==> config.mk <==
export PLATFORM = sky130hd
export DESIGN_NAME = addrDecode_flat
export DESIGN_NICKNAME = d
export VERILOG_FILES = /design/src/common/memPkg.sv /design/src/common/memBusIf.sv /design/src/source/addrDecode.sv /design/src/flat_wrapper.sv
export SDC_FILE = /design/constraint.sdc
export NUM_CORES = 1
export LEC_CHECK = 0
export ABC_AREA = 1
export BUFFER_PORTS_ARGS = -buffer_cell sky130_fd_sc_hd__buf_4
export CORE_MARGIN = 10
export CORE_UTILIZATION = 33
export DETAILED_ROUTE_END_ITERATION = 8
export PLACE_DENSITY = 0.91
export SLEW_MARGIN = 40
export SYNTH_ARGS = -nofsm -noshare
export SYNTH_HDL_FRONTEND = slang
export SYNTH_SLANG_ARGS = --single-unit
==> constraint.sdc <==
create_clock -name vclk -period 0.82
set_input_delay 0.123 -clock vclk [all_inputs]
set_output_delay 0.123 -clock vclk [all_outputs]
set_load 0.01 [all_outputs]
==> src/memory/bootRom.hex <==
// boot image, one 16-bit word per line in hex
// line n is rom word n, words 0x000 to 0x00f
1a2b
4000
c0de
0f3c
8001
5aa5
0123
fedc
3c3c
7e81
0000
ffff
9249
6db6
2468
b00f

==> src/common/memPkg.sv <==
// shared address map, widths, register offsets and address views for the memory controller
package memPkg;

	// word and address widths
	localparam int DATA_BITS = 16;
	localparam int ADDR_BITS = 16;

	// memory depths and their offset widths
	localparam int ROM_WORDS = 4096;
	localparam int RAM_WORDS = 16384;
	localparam int ROM_ADDR_BITS = $clog2(ROM_WORDS);
	localparam int RAM_ADDR_BITS = $clog2(RAM_WORDS);

	// peripheral view splits the word into a page and a register offset
	localparam int PAGE_BITS = 8;
	localparam int REG_BITS = ADDR_BITS - PAGE_BITS;
	localparam int BANK_BITS = ADDR_BITS - RAM_ADDR_BITS;

	// region prefixes
	localparam logic [3:0] ROM_PREFIX = 4'h0; // 0x0000 - 0x0fff
	localparam logic [PAGE_BITS-1:0] GPIO_PAGE = 8'h11; // 0x11xx
	localparam logic [PAGE_BITS-1:0] PWM_PAGE = 8'h12; // 0x12xx
	localparam logic [BANK_BITS-1:0] RAM_BANK = 2'b01; // 0x4000 - 0x7fff

	// gpio registers
	localparam logic [REG_BITS-1:0] GPIO_OUT_REG = 8'h00;
	localparam logic [REG_BITS-1:0] GPIO_IN_REG = 8'h01;
	localparam int GPIO_OUT_BITS = 4;
	localparam int GPIO_IN_BITS = 6;

	// pwm registers
	localparam logic [REG_BITS-1:0] PWM_DUTY0_REG = 8'h00;
	localparam logic [REG_BITS-1:0] PWM_DUTY1_REG = 8'h01;
	localparam logic [REG_BITS-1:0] PWM_DUTY2_REG = 8'h02;
	localparam int PWM_BITS = 8;
	localparam int PWM_CHANNELS = 3;
	localparam int PWM_PERIOD = 255; // counter runs 0 .. PWM_PERIOD-1

	// output pin bundle of the top level
	localparam int PIN_BITS = 11;

	localparam string ROM_FILE = "/design/src/memory/bootRom.hex";

	typedef struct packed {
		logic [BANK_BITS-1:0] bank;
		logic [RAM_ADDR_BITS-1:0] offset;
	} memView_t;

	typedef struct packed {
		logic [PAGE_BITS-1:0] page;
		logic [REG_BITS-1:0] regOff;
	} periphView_t;

	// same address word, seen by the memories or by the peripherals
	typedef union packed {
		memView_t mem;
		periphView_t periph;
	} memAddr_u;

endpackage
==> src/common/memBusIf.sv <==
// one decoded target port between the address decoder, a target and the read-return stage
`timescale 1ns/1ps

interface memBusIf;
	import memPkg::*;

	logic sel; // address falls in this region
	logic wr; // write strobe, already gated by sel
	memAddr_u addr;
	logic [DATA_BITS-1:0] wdata;
	logic [DATA_BITS-1:0] rdata;

	modport decoder (
		output sel, wr, addr, wdata
	);

	modport target (
		input sel, wr, addr, wdata,
		output rdata
	);

	modport sink (
		input sel, rdata
	);

endinterface

==> src/source/addrDecode.sv <==
// decode stage: routes the processor address and write strobe to one of the four target ports
`timescale 1ns/1ps

module addrDecode (
	input logic [memPkg::ADDR_BITS-1:0] ADDRESS,
	input logic [memPkg::DATA_BITS-1:0] DATA_IN,
	input logic memWR,
	memBusIf.decoder romBus,
	memBusIf.decoder ramBus,
	memBusIf.decoder gpioBus,
	memBusIf.decoder pwmBus
);
	import memPkg::*;

	memAddr_u addrView;
	logic romHit;
	logic ramHit;
	logic gpioHit;
	logic pwmHit;

	assign addrView = ADDRESS;

	// top nibble zero, taken from bank plus the upper offset bits
	assign romHit = {addrView.mem.bank, addrView.mem.offset[RAM_ADDR_BITS-1:ROM_ADDR_BITS]}
		== ROM_PREFIX;
	assign ramHit = addrView.mem.bank == RAM_BANK;
	assign gpioHit = addrView.periph.page == GPIO_PAGE;
	assign pwmHit = addrView.periph.page == PWM_PAGE;

	assign romBus.sel = romHit;
	assign ramBus.sel = ramHit;
	assign gpioBus.sel = gpioHit;
	assign pwmBus.sel = pwmHit;

	assign romBus.wr = 1'b0; // rom is read only
	assign ramBus.wr = memWR & ramHit;
	assign gpioBus.wr = memWR & gpioHit;
	assign pwmBus.wr = memWR & pwmHit;

	// every target sees the full address and data word
	assign romBus.addr = addrView;
	assign ramBus.addr = addrView;
	assign gpioBus.addr = addrView;
	assign pwmBus.addr = addrView;

	assign romBus.wdata = DATA_IN;
	assign ramBus.wdata = DATA_IN;
	assign gpioBus.wdata = DATA_IN;
	assign pwmBus.wdata = DATA_IN;

	// regions must never overlap
	always_comb begin
		assert ($isunknown(ADDRESS) || $onehot0({romHit, ramHit, gpioHit, pwmHit}))
			else $error("address %h selects more than one target", ADDRESS);
	end

endmodule

==> src/flat_wrapper.sv <==
// flat-port wrapper written by rule: the top's interface ports become plain ports
module addrDecode_flat import memPkg::*;
  (ADDRESS, DATA_IN, memWR, romBus_sel, romBus_wr, romBus_addr, romBus_wdata, ramBus_sel, ramBus_wr, ramBus_addr, ramBus_wdata, gpioBus_sel, gpioBus_wr, gpioBus_addr, gpioBus_wdata, pwmBus_sel, pwmBus_wr, pwmBus_addr, pwmBus_wdata);
  memBusIf romBus_i ();
  memBusIf ramBus_i ();
  memBusIf gpioBus_i ();
  memBusIf pwmBus_i ();
  input logic [memPkg::ADDR_BITS-1:0] ADDRESS;
  input logic [memPkg::DATA_BITS-1:0] DATA_IN;
  input logic memWR;
  output wire logic [$bits(romBus_i.sel)-1:0] romBus_sel;
  output wire logic [$bits(romBus_i.wr)-1:0] romBus_wr;
  output wire logic [$bits(romBus_i.addr)-1:0] romBus_addr;
  output wire logic [$bits(romBus_i.wdata)-1:0] romBus_wdata;
  output wire logic [$bits(ramBus_i.sel)-1:0] ramBus_sel;
  output wire logic [$bits(ramBus_i.wr)-1:0] ramBus_wr;
  output wire logic [$bits(ramBus_i.addr)-1:0] ramBus_addr;
  output wire logic [$bits(ramBus_i.wdata)-1:0] ramBus_wdata;
  output wire logic [$bits(gpioBus_i.sel)-1:0] gpioBus_sel;
  output wire logic [$bits(gpioBus_i.wr)-1:0] gpioBus_wr;
  output wire logic [$bits(gpioBus_i.addr)-1:0] gpioBus_addr;
  output wire logic [$bits(gpioBus_i.wdata)-1:0] gpioBus_wdata;
  output wire logic [$bits(pwmBus_i.sel)-1:0] pwmBus_sel;
  output wire logic [$bits(pwmBus_i.wr)-1:0] pwmBus_wr;
  output wire logic [$bits(pwmBus_i.addr)-1:0] pwmBus_addr;
  output wire logic [$bits(pwmBus_i.wdata)-1:0] pwmBus_wdata;
  assign romBus_sel = romBus_i.sel;
  assign romBus_wr = romBus_i.wr;
  assign romBus_addr = romBus_i.addr;
  assign romBus_wdata = romBus_i.wdata;
  assign ramBus_sel = ramBus_i.sel;
  assign ramBus_wr = ramBus_i.wr;
  assign ramBus_addr = ramBus_i.addr;
  assign ramBus_wdata = ramBus_i.wdata;
  assign gpioBus_sel = gpioBus_i.sel;
  assign gpioBus_wr = gpioBus_i.wr;
  assign gpioBus_addr = gpioBus_i.addr;
  assign gpioBus_wdata = gpioBus_i.wdata;
  assign pwmBus_sel = pwmBus_i.sel;
  assign pwmBus_wr = pwmBus_i.wr;
  assign pwmBus_addr = pwmBus_i.addr;
  assign pwmBus_wdata = pwmBus_i.wdata;
  addrDecode u_core (.ADDRESS(ADDRESS), .DATA_IN(DATA_IN), .memWR(memWR), .romBus(romBus_i), .ramBus(ramBus_i), .gpioBus(gpioBus_i), .pwmBus(pwmBus_i));
endmodule
### Yosys cells after proc, flatten, opt, wreduce, memory -nomap -nowiden

Index checks and enable logic that the tools add are counted.
Widths: inputs -> output; s select.

| word-level totals | value |
|---|---|
| register bits | 0 |
| output and inout bits | 136 |
| logic and storage cells | 7 |

| operators by class | value |
|---|---|
| equality and inequality tests | 3 |
| bitwise operators | 3 |
| reduce and logical (&&, ||, !) cells | 1 |

Operators by type and width:

| kind | count |
|---|---|
| $eq 8x5->1 const B | 2 |
| $logic_not 4->1 | 1 |
| $and 1x1->1 | 3 |
| $eq 2x1->1 const B | 1 |

### Logic depth before layout (Yosys ltp)

Gate-level depths: netlist of the first run.

| logic depth | value |
|---|---|
| word-level depth | 2 |
| gate-level depth with buffers | 5 |
| mapped depth without buffers | 5 |

### Least setup slack after synthesis of the first run

Ideal clock, no wire load.

| timing | value |
|---|---|
| path kind | input to output |
| from | input ADDRESS[13] (netlist bit) |
| to | output gpioBus_wr |
| data arrival time | 0.537 ns |
| path slack | 0.160 ns |
| stages | 5 |
| buffers on the path | 0 |
| cell sequence | inv_1 > nand2_1 > nor2_2 > nand2_1 > nor2_1 |

| between the ends | value |
|---|---|
| cells in the longest elaborated chain, start to end | 2 |

RTL lines:

| element | RTL line | RTL |
|---|---|---|
| start: declaration | flat_wrapper.sv:8 | `input logic [memPkg::ADDR_BITS-1:0] ADDRESS;` |
| $eq 8x5->1 | addrDecode.sv:27 | `assign gpioHit = addrView.periph.page == GPIO_PAGE;` |
| $and 1x1->1 | addrDecode.sv:37 | `assign gpioBus.wr = memWR & gpioHit;` |
| end: declaration | flat_wrapper.sv:20 | `output wire logic [$bits(gpioBus_i.wr)-1:0] gpioBus_wr;` |

Every way passes these cells.

### Worst setup path after layout of the first run

| timing | value |
|---|---|
| from | input ADDRESS[14] (netlist bit) |
| to | output romBus_sel |

| between the ends | value |
|---|---|
| cells in the longest elaborated chain, start to end | 1 |

RTL lines:

| element | RTL line | RTL |
|---|---|---|
| $logic_not 4->1 | addrDecode.sv:24 | `assign romHit = {addrView.mem.bank, addrView.mem.offset[RAM_ADDR_BITS-1:ROM_ADDR_BITS]}` |
| end: declaration | flat_wrapper.sv:11 | `output wire logic [$bits(romBus_i.sel)-1:0] romBus_sel;` |

Every way passes these cells.

==> summary.md, run 1 <==
| Metric | Value |
|---|---|
| Combinational power share | 1.000 |
| N_diodes | 0 |
| Post-synthesis sequential area ratio | 0 |
| Peak supply drop | 0.115 mV |
| Fmax | roughly 1200 MHz |
| Port buffer count | between 40 and 50 |
| Critical hold path startpoint | DATA_IN[5] |
| Worst Hold End | pwmBus_wdata[5] |
| Per-cell routed wire length | around 15 um |
| Final Max Slew Viols | 0 |
| GR Overflow Total | 0 |
| # DRC | 0 |
| Startpoint class of the critical path | primary input |
| Ports | 169 |
| Power density cells | just over 500 nW/um2 |
| Non-filler instance count after layout | roughly 130 |
| Routed vias/inst | 3.55 |
| Final wirelength | between 1500 and 2000 um |
| DRT iter0 DRCs | 2 |
| Int Power | ~190 uW |
| Hold Crit Depth | 0 |
| Final worst-path cycle share | 1.02 |
| Antenna-violating nets left | 0 |
| Avg Cell Area, Syn | just under 7 um2 |
| Area grow syn2layout | -37.6% |
| Total GRT Usage | 0.0507 |
| Switch Pwr | ~160 uW |
| Pin count of the biggest net entering global routing | 7 |
| Mapped Cells | 155 |
| Vias in the first global route | roughly 500 |
| Share of the synthesized area in the top cell type | 0.900 |
| Fin worst setup slack | -0.0186 ns |
| Die outline height | 77.1 um |
| Worst Hold Margin | ~0.25 ns |
| Share of post-route cells with drive strength above 1 | 0.927 |
| Core ar. | 3080 um2 |
| Crit Path Class | in -> out |
| Clock Buffer Count | 0 |
| FFs & Latches | 0 |
| Outcome | complete, but fails checks |
| Post-place setup slack | -0.133 ns |
| Dpl hpwl | ~1600 um |
| Area leader, netlist | buf_4 |
| Crit path max fanout | 2 |
| Site Rows | 20 |
| Die span in x | just under 80 um |
| Cells after DPL | 125 |
| Initial antenna violation count | 0 |
| Synth cell types | 10 |
| RSZ-0062 raised after global routing | true |
| Initial Util | 0.350 |
| Violated checks | negative setup slack |
| Sequential power share | 0 |
| Clock power share | 0 |
| Vias | ~450 |
| HP Class | in -> out |
| Gp weighted congestion | 0.732 |
| Worst Setup End Kind | output pin |
| First-pass GRT wire length | 2640 um |
| Min cycle time layout | 0.839 ns |
| 1st-pass router iterations | 2 |
| Required @ worst endpoint | 0.70 ns |
| Leak pwr | approximately 0.00038 uW |
| Yosys warns | 0 |
| Sequential cell area | 0 um2 |
| Synthesized net count | around 190 |
| Maxcap violations | 0 |
| Crit path DAT | 0.72 ns |
| Cell Area, Synth | around 1100 um2 |
| Die ar. | roughly 5900 um2 |
| Top cells by area, synth | buf_4 (90%), inv_1 (2.8%), nand2_1 (2.1%), nor2_1 (1.7%), nor3_1 (0.93%) |
| Count of final setup violators | 3 |
| Nets | 117 |
| Final hold vios | 0 |
| Switching portion of total power | 0.462 |
[layout make-up]
class,count,area (um2)
fill,337,2410
multi-input combinational,16,123
timing repair buffer,56,454
inverter,10,40.0
tap,44,55.1
[cells in the mapped netlist]
cell / count
nand2_1: 6
conb_1: 1
inv_4: 1
nor2_1: 5
inv_2: 1
nand2_2: 1
inv_1: 8
nor2_2: 1
buf_4: 129
nor3_1: 2
[worst max-delay path, stage by stage]
cell	delay, ns
buf_6	0.10
inv_4	0.05
nand2_4	0.06
buf_4	0.13
nor3_2	0.11
buf_4	0.15
[metrics by stage]
stage / cell area (um2) / setup TNS [ns] / util / total power, uW
after floorplan: 1080 / 0 / - / 676
after global routing: 672 / -0.274 / 0.218 / 373
final: 672 / -0.0354 / 0.218 / 346
after CTS: 633 / -0.115 / 0.206 / 333
after detailed placement: 576 / -0.296 / 0.187 / 307
after global placement: 576 / -0.196 / 0.187 / 302
[routing by layer]
| metal | vias to the layer above | part of all wire | GRT usage |
|---|---|---|---|
| li1 | 182 | - | - |
| met1 | 159 | 0.32 | 0.0416 |
| met2 | 60 | 0.35 | 0.0717 |
| met3 | 46 | 0.21 | 0.0361 |
| met4 | 0 | 0.11 | 0.0639 |
| met5 | - | 0 | 0 |
[how the worst max path moves through the flow]
| stage | start | to | depth (start not counted) |
|---|---|---|---|
| global placement | ADDRESS[10] | gpioBus_wr | 7 |
| global route | ADDRESS[13] | gpioBus_wr | 7 |
| finish | ADDRESS[14] | romBus_sel | 6 |
| floorplan | ADDRESS[13] | gpioBus_wr | 5 |
| detailed placement | ADDRESS[10] | gpioBus_wr | 7 |
| CTS | ADDRESS[14] | gpioBus_wr | 7 |
[repair_timing]
item | in CTS | in global routing
endpoints found under the setup margin | 5 | 6
buffers inserted | 1 | 0
hold buffers | 0 | 0
pin swaps | 8 | 7
resized for setup | 16 | 14
[power by group through the flow]
stage	registers [uW]	logic, uW	clock network, uW
detailed placement	0	307	0
CTS	0	333	0
global route	0	373	0
floorplan	0	676	0
global placement	0	302	0
finish	0	346	0
[cell families after synthesis]
group | Yosys count | synth area share
buf+inv | 139 | 0.937
simple gates | 15 | 0.0593
other cells | 1 | 0.00349
[cells in the final DEF, fill, tap and decap left out]
| cell | Yosys | final |
|---|---|---|
| nor2_2 | 1 | 2 |
| inv_1 | 8 | 3 |
| nor3_2 | 0 | 1 |
| buf_4 | 129 | 47 |
| inv_2 | 1 | 6 |
| nand2_2 | 1 | 5 |
| nor2_1 | 5 | 1 |
| nor2_4 | 0 | 3 |
| inv_4 | 1 | 1 |
| nor3_1 | 2 | 1 |
| nand2_4 | 0 | 2 |
| buf_6 | 0 | 9 |
| conb_1 | 1 | 1 |
No activity file was read; power rests on OpenSTA's default activity.
==> run 2, diff against run 1 <==
CORE_UTILIZATION = 30   (was 33)
PLACE_DENSITY = 0.84   (was 0.91)
clock period = 0.8 ns   (was 0.82 ns; I/O delays follow)
==> run 2 against run 1 <==
Compared with the run above:
- the flow still finishes with violations (negative setup slack)
- critical path depth up 1
- final cell count increased by 3.2%
- total power rose by 6.1%
- clock-buffer cell count unchanged
- largest cell class unchanged
- via count rose by 0.45%
- utilization shrank 1.2 points
- non-clock buffer count grew 2
- flip-flop and latch count unchanged
- routed wire length increased by 3.3%
- sequential share of layout area did not move
- critical endpoint is now pwmBus_wr
- die area increased by 7.4%
==> summary.md, run 2 (synthesis results as in run 1) <==
| Metric | Value |
|---|---|
| Outcome | complete, but fails checks |
| Violated checks | negative setup slack |
| CP startpoint | ADDRESS[13] |
| Crit path cell chain | buf_6 -> inv_2 -> nand2_2 -> nor2_4 -> nand2_2 -> nor2_1 -> buf_4 |
| Most common cell after layout, fill and taps aside | buf_4 |
| Peak supply drop | 0.0812 mV (-30%) |
| Startpoint class of the critical path | primary input |
| DRT iter0 DRCs | 1 (-1) |
| Final hold vios | 0 (unchanged) |
| GR Overflow Total | 0 (unchanged) |
| # DRC | 0 (unchanged) |
| First-pass GRT wire length | 2660 um (+0.80%) |
| Crit Path Class | in -> out |
| 1st-pass router iterations | 2 (unchanged) |
| Fmax | between 1000 and 1500 MHz |
| Maxcap violations | 0 (unchanged) |
| Antenna-violating nets left | 0 (unchanged) |
| Die ar. | 6380 um2 (+7.4%) |
| Post-Route Utilization | 0.207 (-0.0116) |
| Port buffer count | 48 (unchanged) |
| Worst Setup End Kind | output pin |
| Fin worst setup slack | -0.0595 ns (-0.0409 ns) |
| N_diodes | 0 (unchanged) |
| Filler cells | 373 (+11%) |
| Clock Buffer Count | 0 (unchanged) |
| Hold Crit Depth | 0 (unchanged) |
| Core ar. | 3390 um2 (+10%) |
| Ports | 169 (unchanged) |
| Area grow syn2layout | -34.9% |
| Delay of the slowest critical-path stage | 0.13 ns (-0.02 ns) |
| Final worst-path cycle share | 1.07 |
| Site Rows | 21 (+5.0%) |
| FFs & Latches | 0 (unchanged) |
| TNS Setup | -0.128 ns (-0.0924 ns) |
| Min cycle time layout | roughly 0.86 ns |
| CTS Hold Buffers Added | 0 (unchanged) |
| Vias in the first global route | 481 (-3.4%) |
| Share of post-route cells with drive strength above 1 | 0.929 (+0.00174) |
| Nets | 119 (+1.7%) |
| Total GRT Usage | 0.0487 (-0.00197) |
| Crit path max-delay cell type | buf_4 |
| Leak pwr | 0.000391 uW (+2.9%) |
| Crit path max fanout | 2 (unchanged) |
| Required @ worst endpoint | 0.68 ns (-0.02 ns) |
| Multi-input logic area | 121 um2 (-1.0%) |
| Power density cells | 524 nW/um2 (+1.8%) |
| Final Max Slew Viols | 0 (unchanged) |
| Commonest cells after routing, fill and taps aside | buf_4 (49), buf_6 (7), inv_2 (5), nand2_2 (5), inv_4 (3) |
| Pin count of the biggest net entering global routing | 7 (unchanged) |
| Per-cell routed wire length | 15.1 um (about the same) |
| Sequential cell area | 0 um2 (unchanged) |
| Final wirelength | 1960 um (+3.3%) |
| Die span in x | 79.9 um (+3.6%) |
| Initial Util | 0.317 (-0.0321) |
| Die outline height | 79.9 um (+3.6%) |
| Routed vias/inst | 3.45 (-2.6%) |
| Gp weighted congestion | 0.786 (+7.4%) |
| Count of final setup violators | 4 (+1) |
| Critical hold path startpoint | DATA_IN[12] |
| Crit path DAT | 0.74 ns (+0.02 ns) |
| Vias | 449 (+0.45%) |
| HP Class | in -> out |
| Worst path most repeated cell | nand2_2 |
| Dpl hpwl | 1680 um (+5.3%) |
| Initial antenna violation count | 0 (unchanged) |
| RSZ-0062 raised after global routing | true |
run 2: changes by cell type in the layout (fill, tap and decap cells not counted), moves of 2 or more:
cell   before  now
buf_8       0    2
buf_4      47   49
inv_4       1    3
buf_6       9    7
run 2: path summary, 6_finish.rpt:
path | slack [ns] | end
setup / recovery | -0.06 | pwmBus_wr
hold / removal | 0.24 | ramBus_wdata[12]
run 2: per-stage QoR:
step	instances	cell area [um2]	total power [uW]	worst slack [ns]	hold WS, ns
finish	130	701	367	-0.0595	0.240
global route	130	701	399	-0.106	0.240
CTS	130	643	347	-0.0739	0.240
detailed placement	128	586	320	-0.130	0.240
global placement	128	586	314	-0.123	0.240
floorplan	155	1080	693	0.146	0.288
run 2: per-layer routing:
layer / global-route usage / vias to the layer above / wire length [um]
li1: - / 186 / -
met1: 0.0346 / 178 / 515
met2: 0.0770 / 58 / 773
met3: 0.0417 / 27 / 511
met4: 0.0475 / 0 / 159
met5: 0 / - / 0
run 2: critical path, delay by kind of cell:
family / cells / cell delay, ns
buf+inv: 3 / 0.26
simple gates: 4 / 0.36
run 2: what timing repair did:
item | 4_1_cts | 5_1_grt
endpoints found under the hold margin | 0 | 0
endpoints found under the setup margin | 6 | 6
resized for setup | 15 | 19
pin swaps | 7 | 9
buffers inserted | 2 | 0
run 2: report_power, final:
group	switching, uW	internal (uW)	total, uW
sequential	0	0	0
clock	0	0	0
combinational	167	200	367
total	167	200	367
run 2: layout make-up:
class	instances	area share
Timing Repair Buffer	58	0.680
Inverter	10	0.0643
Multi-Input combinational cell	16	0.173
Tap cell	46	0.0821
==> run 3, diff against run 2 <==
ABC_AREA = unset   (was 1)
PLACE_DENSITY = 0.85   (was 0.84)
==> run 3 against run 2 <==
Compared with the run above:
- the flow still finishes with violations (negative setup slack)
- flip-flop and latch count stayed put
- die area is 1.4% lower
- area after synthesis is 1.9% lower
- critical endpoint unchanged
- design area is 5.4% lower
- critical path depth is 3 lower
- synthesized cell count is 9.0% lower
- via count is 16% lower
- non-clock buffer count is 1 higher
- first-iteration DRC count grew to 6.0 times the previous value
- clock-buffer cell count stayed put
- total power is 6.5% lower
- largest cell class unchanged
==> summary.md, run 3 <==
| Metric | Value |
|---|---|
| Fin worst setup slack | -0.401 ns (-0.342 ns) |
| Initial antenna violation count | 0 (unchanged) |
| Final worst-path cycle share | 1.50 (+0.427) |
| Post-synthesis mux area share | 0 (unchanged) |
| Filler cells | 382 (+2.4%) |
| Startpoint class of the critical path | primary input |
| Commonest cells after routing, fill and taps aside | buf_4 (50), buf_6 (8), nand4bb_1 (2), nor3_4 (2) |
| FFs & Latches | 0 (unchanged) |
| Routed wl met3 | 427 um (-16%) |
| Synth Area in XOR/XNOR | 0 (unchanged) |
| Synth Area in Compound Gates | 0 (unchanged) |
| Crit path max-delay cell type | or4_4 |
| Pin count of the biggest net entering global routing | 7 (unchanged) |
| Top cells by area, synth | buf_4 (92%), nand4bb_1 (2.1%), nor3_2 (1.9%), or4_4 (1.1%), nor2_1 (0.71%) |
| Share of post-route cells with drive strength above 1 | 0.915 (-0.0131) |
| Most common cell after layout, fill and taps aside | buf_4 |
| Share of the synthesized area in the top cell type | 0.917 (+0.0171) |
| Critical path's top delay family | simple AND/OR/NAND/NOR gates |
| Synthesized net count | 174 (-7.4%) |
| Count of final setup violators | 7 (+3) |
| Metal2 WL | 784 um (+1.4%) |
| Count leader, synth | buf_4 |
| Total GRT Usage | 0.0472 (-0.00159) |
| Routed vias/inst | 3.23 (-6.5%) |
| Power density cells | 517 nW/um2 (-1.2%) |
| Switching portion of total power | 0.439 (-0.0173) |
| Int Power | 192 uW (-3.5%) |
| Post-Synth Adder-Cell Area | 0 (unchanged) |
| Buf+Inv Stages, Crit Path | 2 (-1) |
| Cells after DPL | 116 (-9.4%) |
| Core ar. | 3360 um2 (-0.78%) |
| 1st-pass router iterations | 2 (unchanged) |
| Mapped Cells | 141 (-9.0%) |
| Crit path max fanout | 4 (+2) |
| Area leader, netlist | buf_4 |
| CP startpoint | ADDRESS[14] |
| Post-synth top cells | buf_4 (129), nand4bb_1 (2), nor2_1 (2), nor3_2 (2) |
| Site Rows | 21 (unchanged) |
| Violated checks | negative setup slack |
| Maxcap violations | 0 (unchanged) |
| Gp weighted congestion | 0.777 (-1.2%) |
| First-pass GRT wire length | 2500 um (-6.0%) |
| Die ar. | 6290 um2 (-1.4%) |
| HP Class | in -> out |
| Fin area | 663 um2 (-5.4%) |
| Clock Buffer Count | 0 (unchanged) |
| Synth cell types | 10 (unchanged) |
| Crit Path Class | in -> out |
| Worst path most repeated cell | buf_6 |
| Post-synthesis sequential area ratio | 0 (unchanged) |
| Per-cell routed wire length | 15.0 um (-0.30%) |
| Min cycle time layout | 1.20 ns (+0.342 ns) |
| Worst Setup End Kind | output pin |
| Cell Area, Placed | 598 um2 (+2.1%) |
| Final wirelength | 1760 um (-10%) |
| Sequential cell area | 0 um2 (unchanged) |
| Clock power share | 0 (unchanged) |
| Initial Util | 0.314 (-0.00347) |
| N_diodes | 0 (unchanged) |
| Cell Area, Synth | 1060 um2 (-1.9%) |
| WL met1 | 435 um (-16%) |
| Die outline height | 79.3 um (-0.70%) |
| Final Max Slew Viols | 0 (unchanged) |
| Crit path cell chain | buf_6 -> or4_4 -> nor3_4 -> buf_6 |
| DRT iter0 DRCs | 6 (+5) |
| Sequential power share | 0 (unchanged) |
| Leak pwr | 0.000338 uW (-14%) |
| Simple-Gate Fraction of Synth Area | 0.0758 (+0.0165) |
| Avg Cell Area, Syn | 7.49 um2 (+7.9%) |
| Crit path DAT | 1.08 ns (+0.34 ns) |
| Nets | 106 (-11%) |
| RSZ-0062 raised after global routing | true |
| Outcome | complete, but fails checks |
| Combinational power share | 1.000 (about the same) |
| Switch Pwr | 150 uW (-10%) |
| Main combinational cell family by area after synthesis | buffers and inverters |
| Vias | 378 (-16%) |
| Top layer in use | met4 |
| Non-filler instance count after layout | 117 (-10%) |
| # DRC | 0 (unchanged) |
| Antenna-violating nets left | 0 (unchanged) |
| Delay of the slowest critical-path stage | 0.60 ns (+0.47 ns) |
| Ports | 169 (unchanged) |
| Fmax | 832 MHz (-28%) |
| Final hold vios | 0 (unchanged) |
| Critical hold path startpoint | ADDRESS[6] |
| Die span in x | 79.3 um (-0.70%) |
| Dpl hpwl | 1560 um (-6.9%) |
| Peak supply drop | 0.0888 mV (+9.4%) |
| Yosys warns | 0 (unchanged) |
| GR Overflow Total | 0 (unchanged) |
| Vias in the first global route | 448 (-6.9%) |
| CTS Hold Buffers Added | 0 (unchanged) |
| Port buffer count | 48 (unchanged) |
| Area grow syn2layout | -37.2% |
| Required @ worst endpoint | 0.68 ns (about the same) |
run 3: cell count changes in the layout (fill, tap and decap cells not counted), moves of 2 or more:
| cell | change |
|---|---|
| inv_2 | -5 |
| nor2_1 | -2 |
| nand2_4 | -2 |
| nand2_2 | -5 |
| nand4bb_1 | +2 |
| inv_4 | -3 |
run 3: per-stage QoR:
step | hold slack [ns] | power (uW) | utilization | setup slack (ns) | TNS, ns
after global placement | 0.240 | 323 | 0.178 | -0.408 | -1.92
after CTS | 0.240 | 346 | 0.195 | -0.408 | -1.79
after floorplan | 0.287 | 690 | - | -0.187 | -0.710
after detailed placement | 0.240 | 325 | 0.178 | -0.420 | -1.99
final | 0.240 | 343 | 0.197 | -0.401 | -1.76
after global routing | 0.240 | 371 | 0.197 | -0.432 | -1.96
run 3: power by group through the flow:
stage | clock, uW | combinational, uW | sequential [uW]
after floorplan | 0 | 690 | 0
after global placement | 0 | 323 | 0
after detailed placement | 0 | 325 | 0
after CTS | 0 | 346 | 0
after global routing | 0 | 371 | 0
final | 0 | 343 | 0
run 3: logic make-up (layout without fill, tap and decap cells):
family / Yosys count / after routing
other: 1 / 1
buffers and inverters: 130 / 60
and+or+nand+nor: 10 / 10
run 3: metal layers:
| layer | vias up | track usage |
|---|---|---|
| li1 | 163 | - |
| met1 | 154 | 0.0368 |
| met2 | 43 | 0.0750 |
| met3 | 18 | 0.0383 |
| met4 | 0 | 0.0394 |
| met5 | - | 0 |
run 3: cell type report:
type	count	area [um2]	share of cell area
repair buffers	59	480	0.725
multi-input cells	11	121	0.183
well taps	46	57.6	0.0868
inverters	1	3.75	0.00566
run 3: repair_timing:
| action | 4_1_cts | 5_1_grt |
|---|---|---|
| resized for setup | 12 | 1 |
| setup endpoints to repair | 7 | 7 |
| setup buffers | 1 | 0 |
| endpoints found under the hold margin | 0 | 0 |
| pin swaps | 3 | 1 |
run 3: final timing paths:
kind | slack, ns | end | cells after the start
min | 0.24 | romBus_addr[6] | 0
max | -0.40 | pwmBus_wr | 4
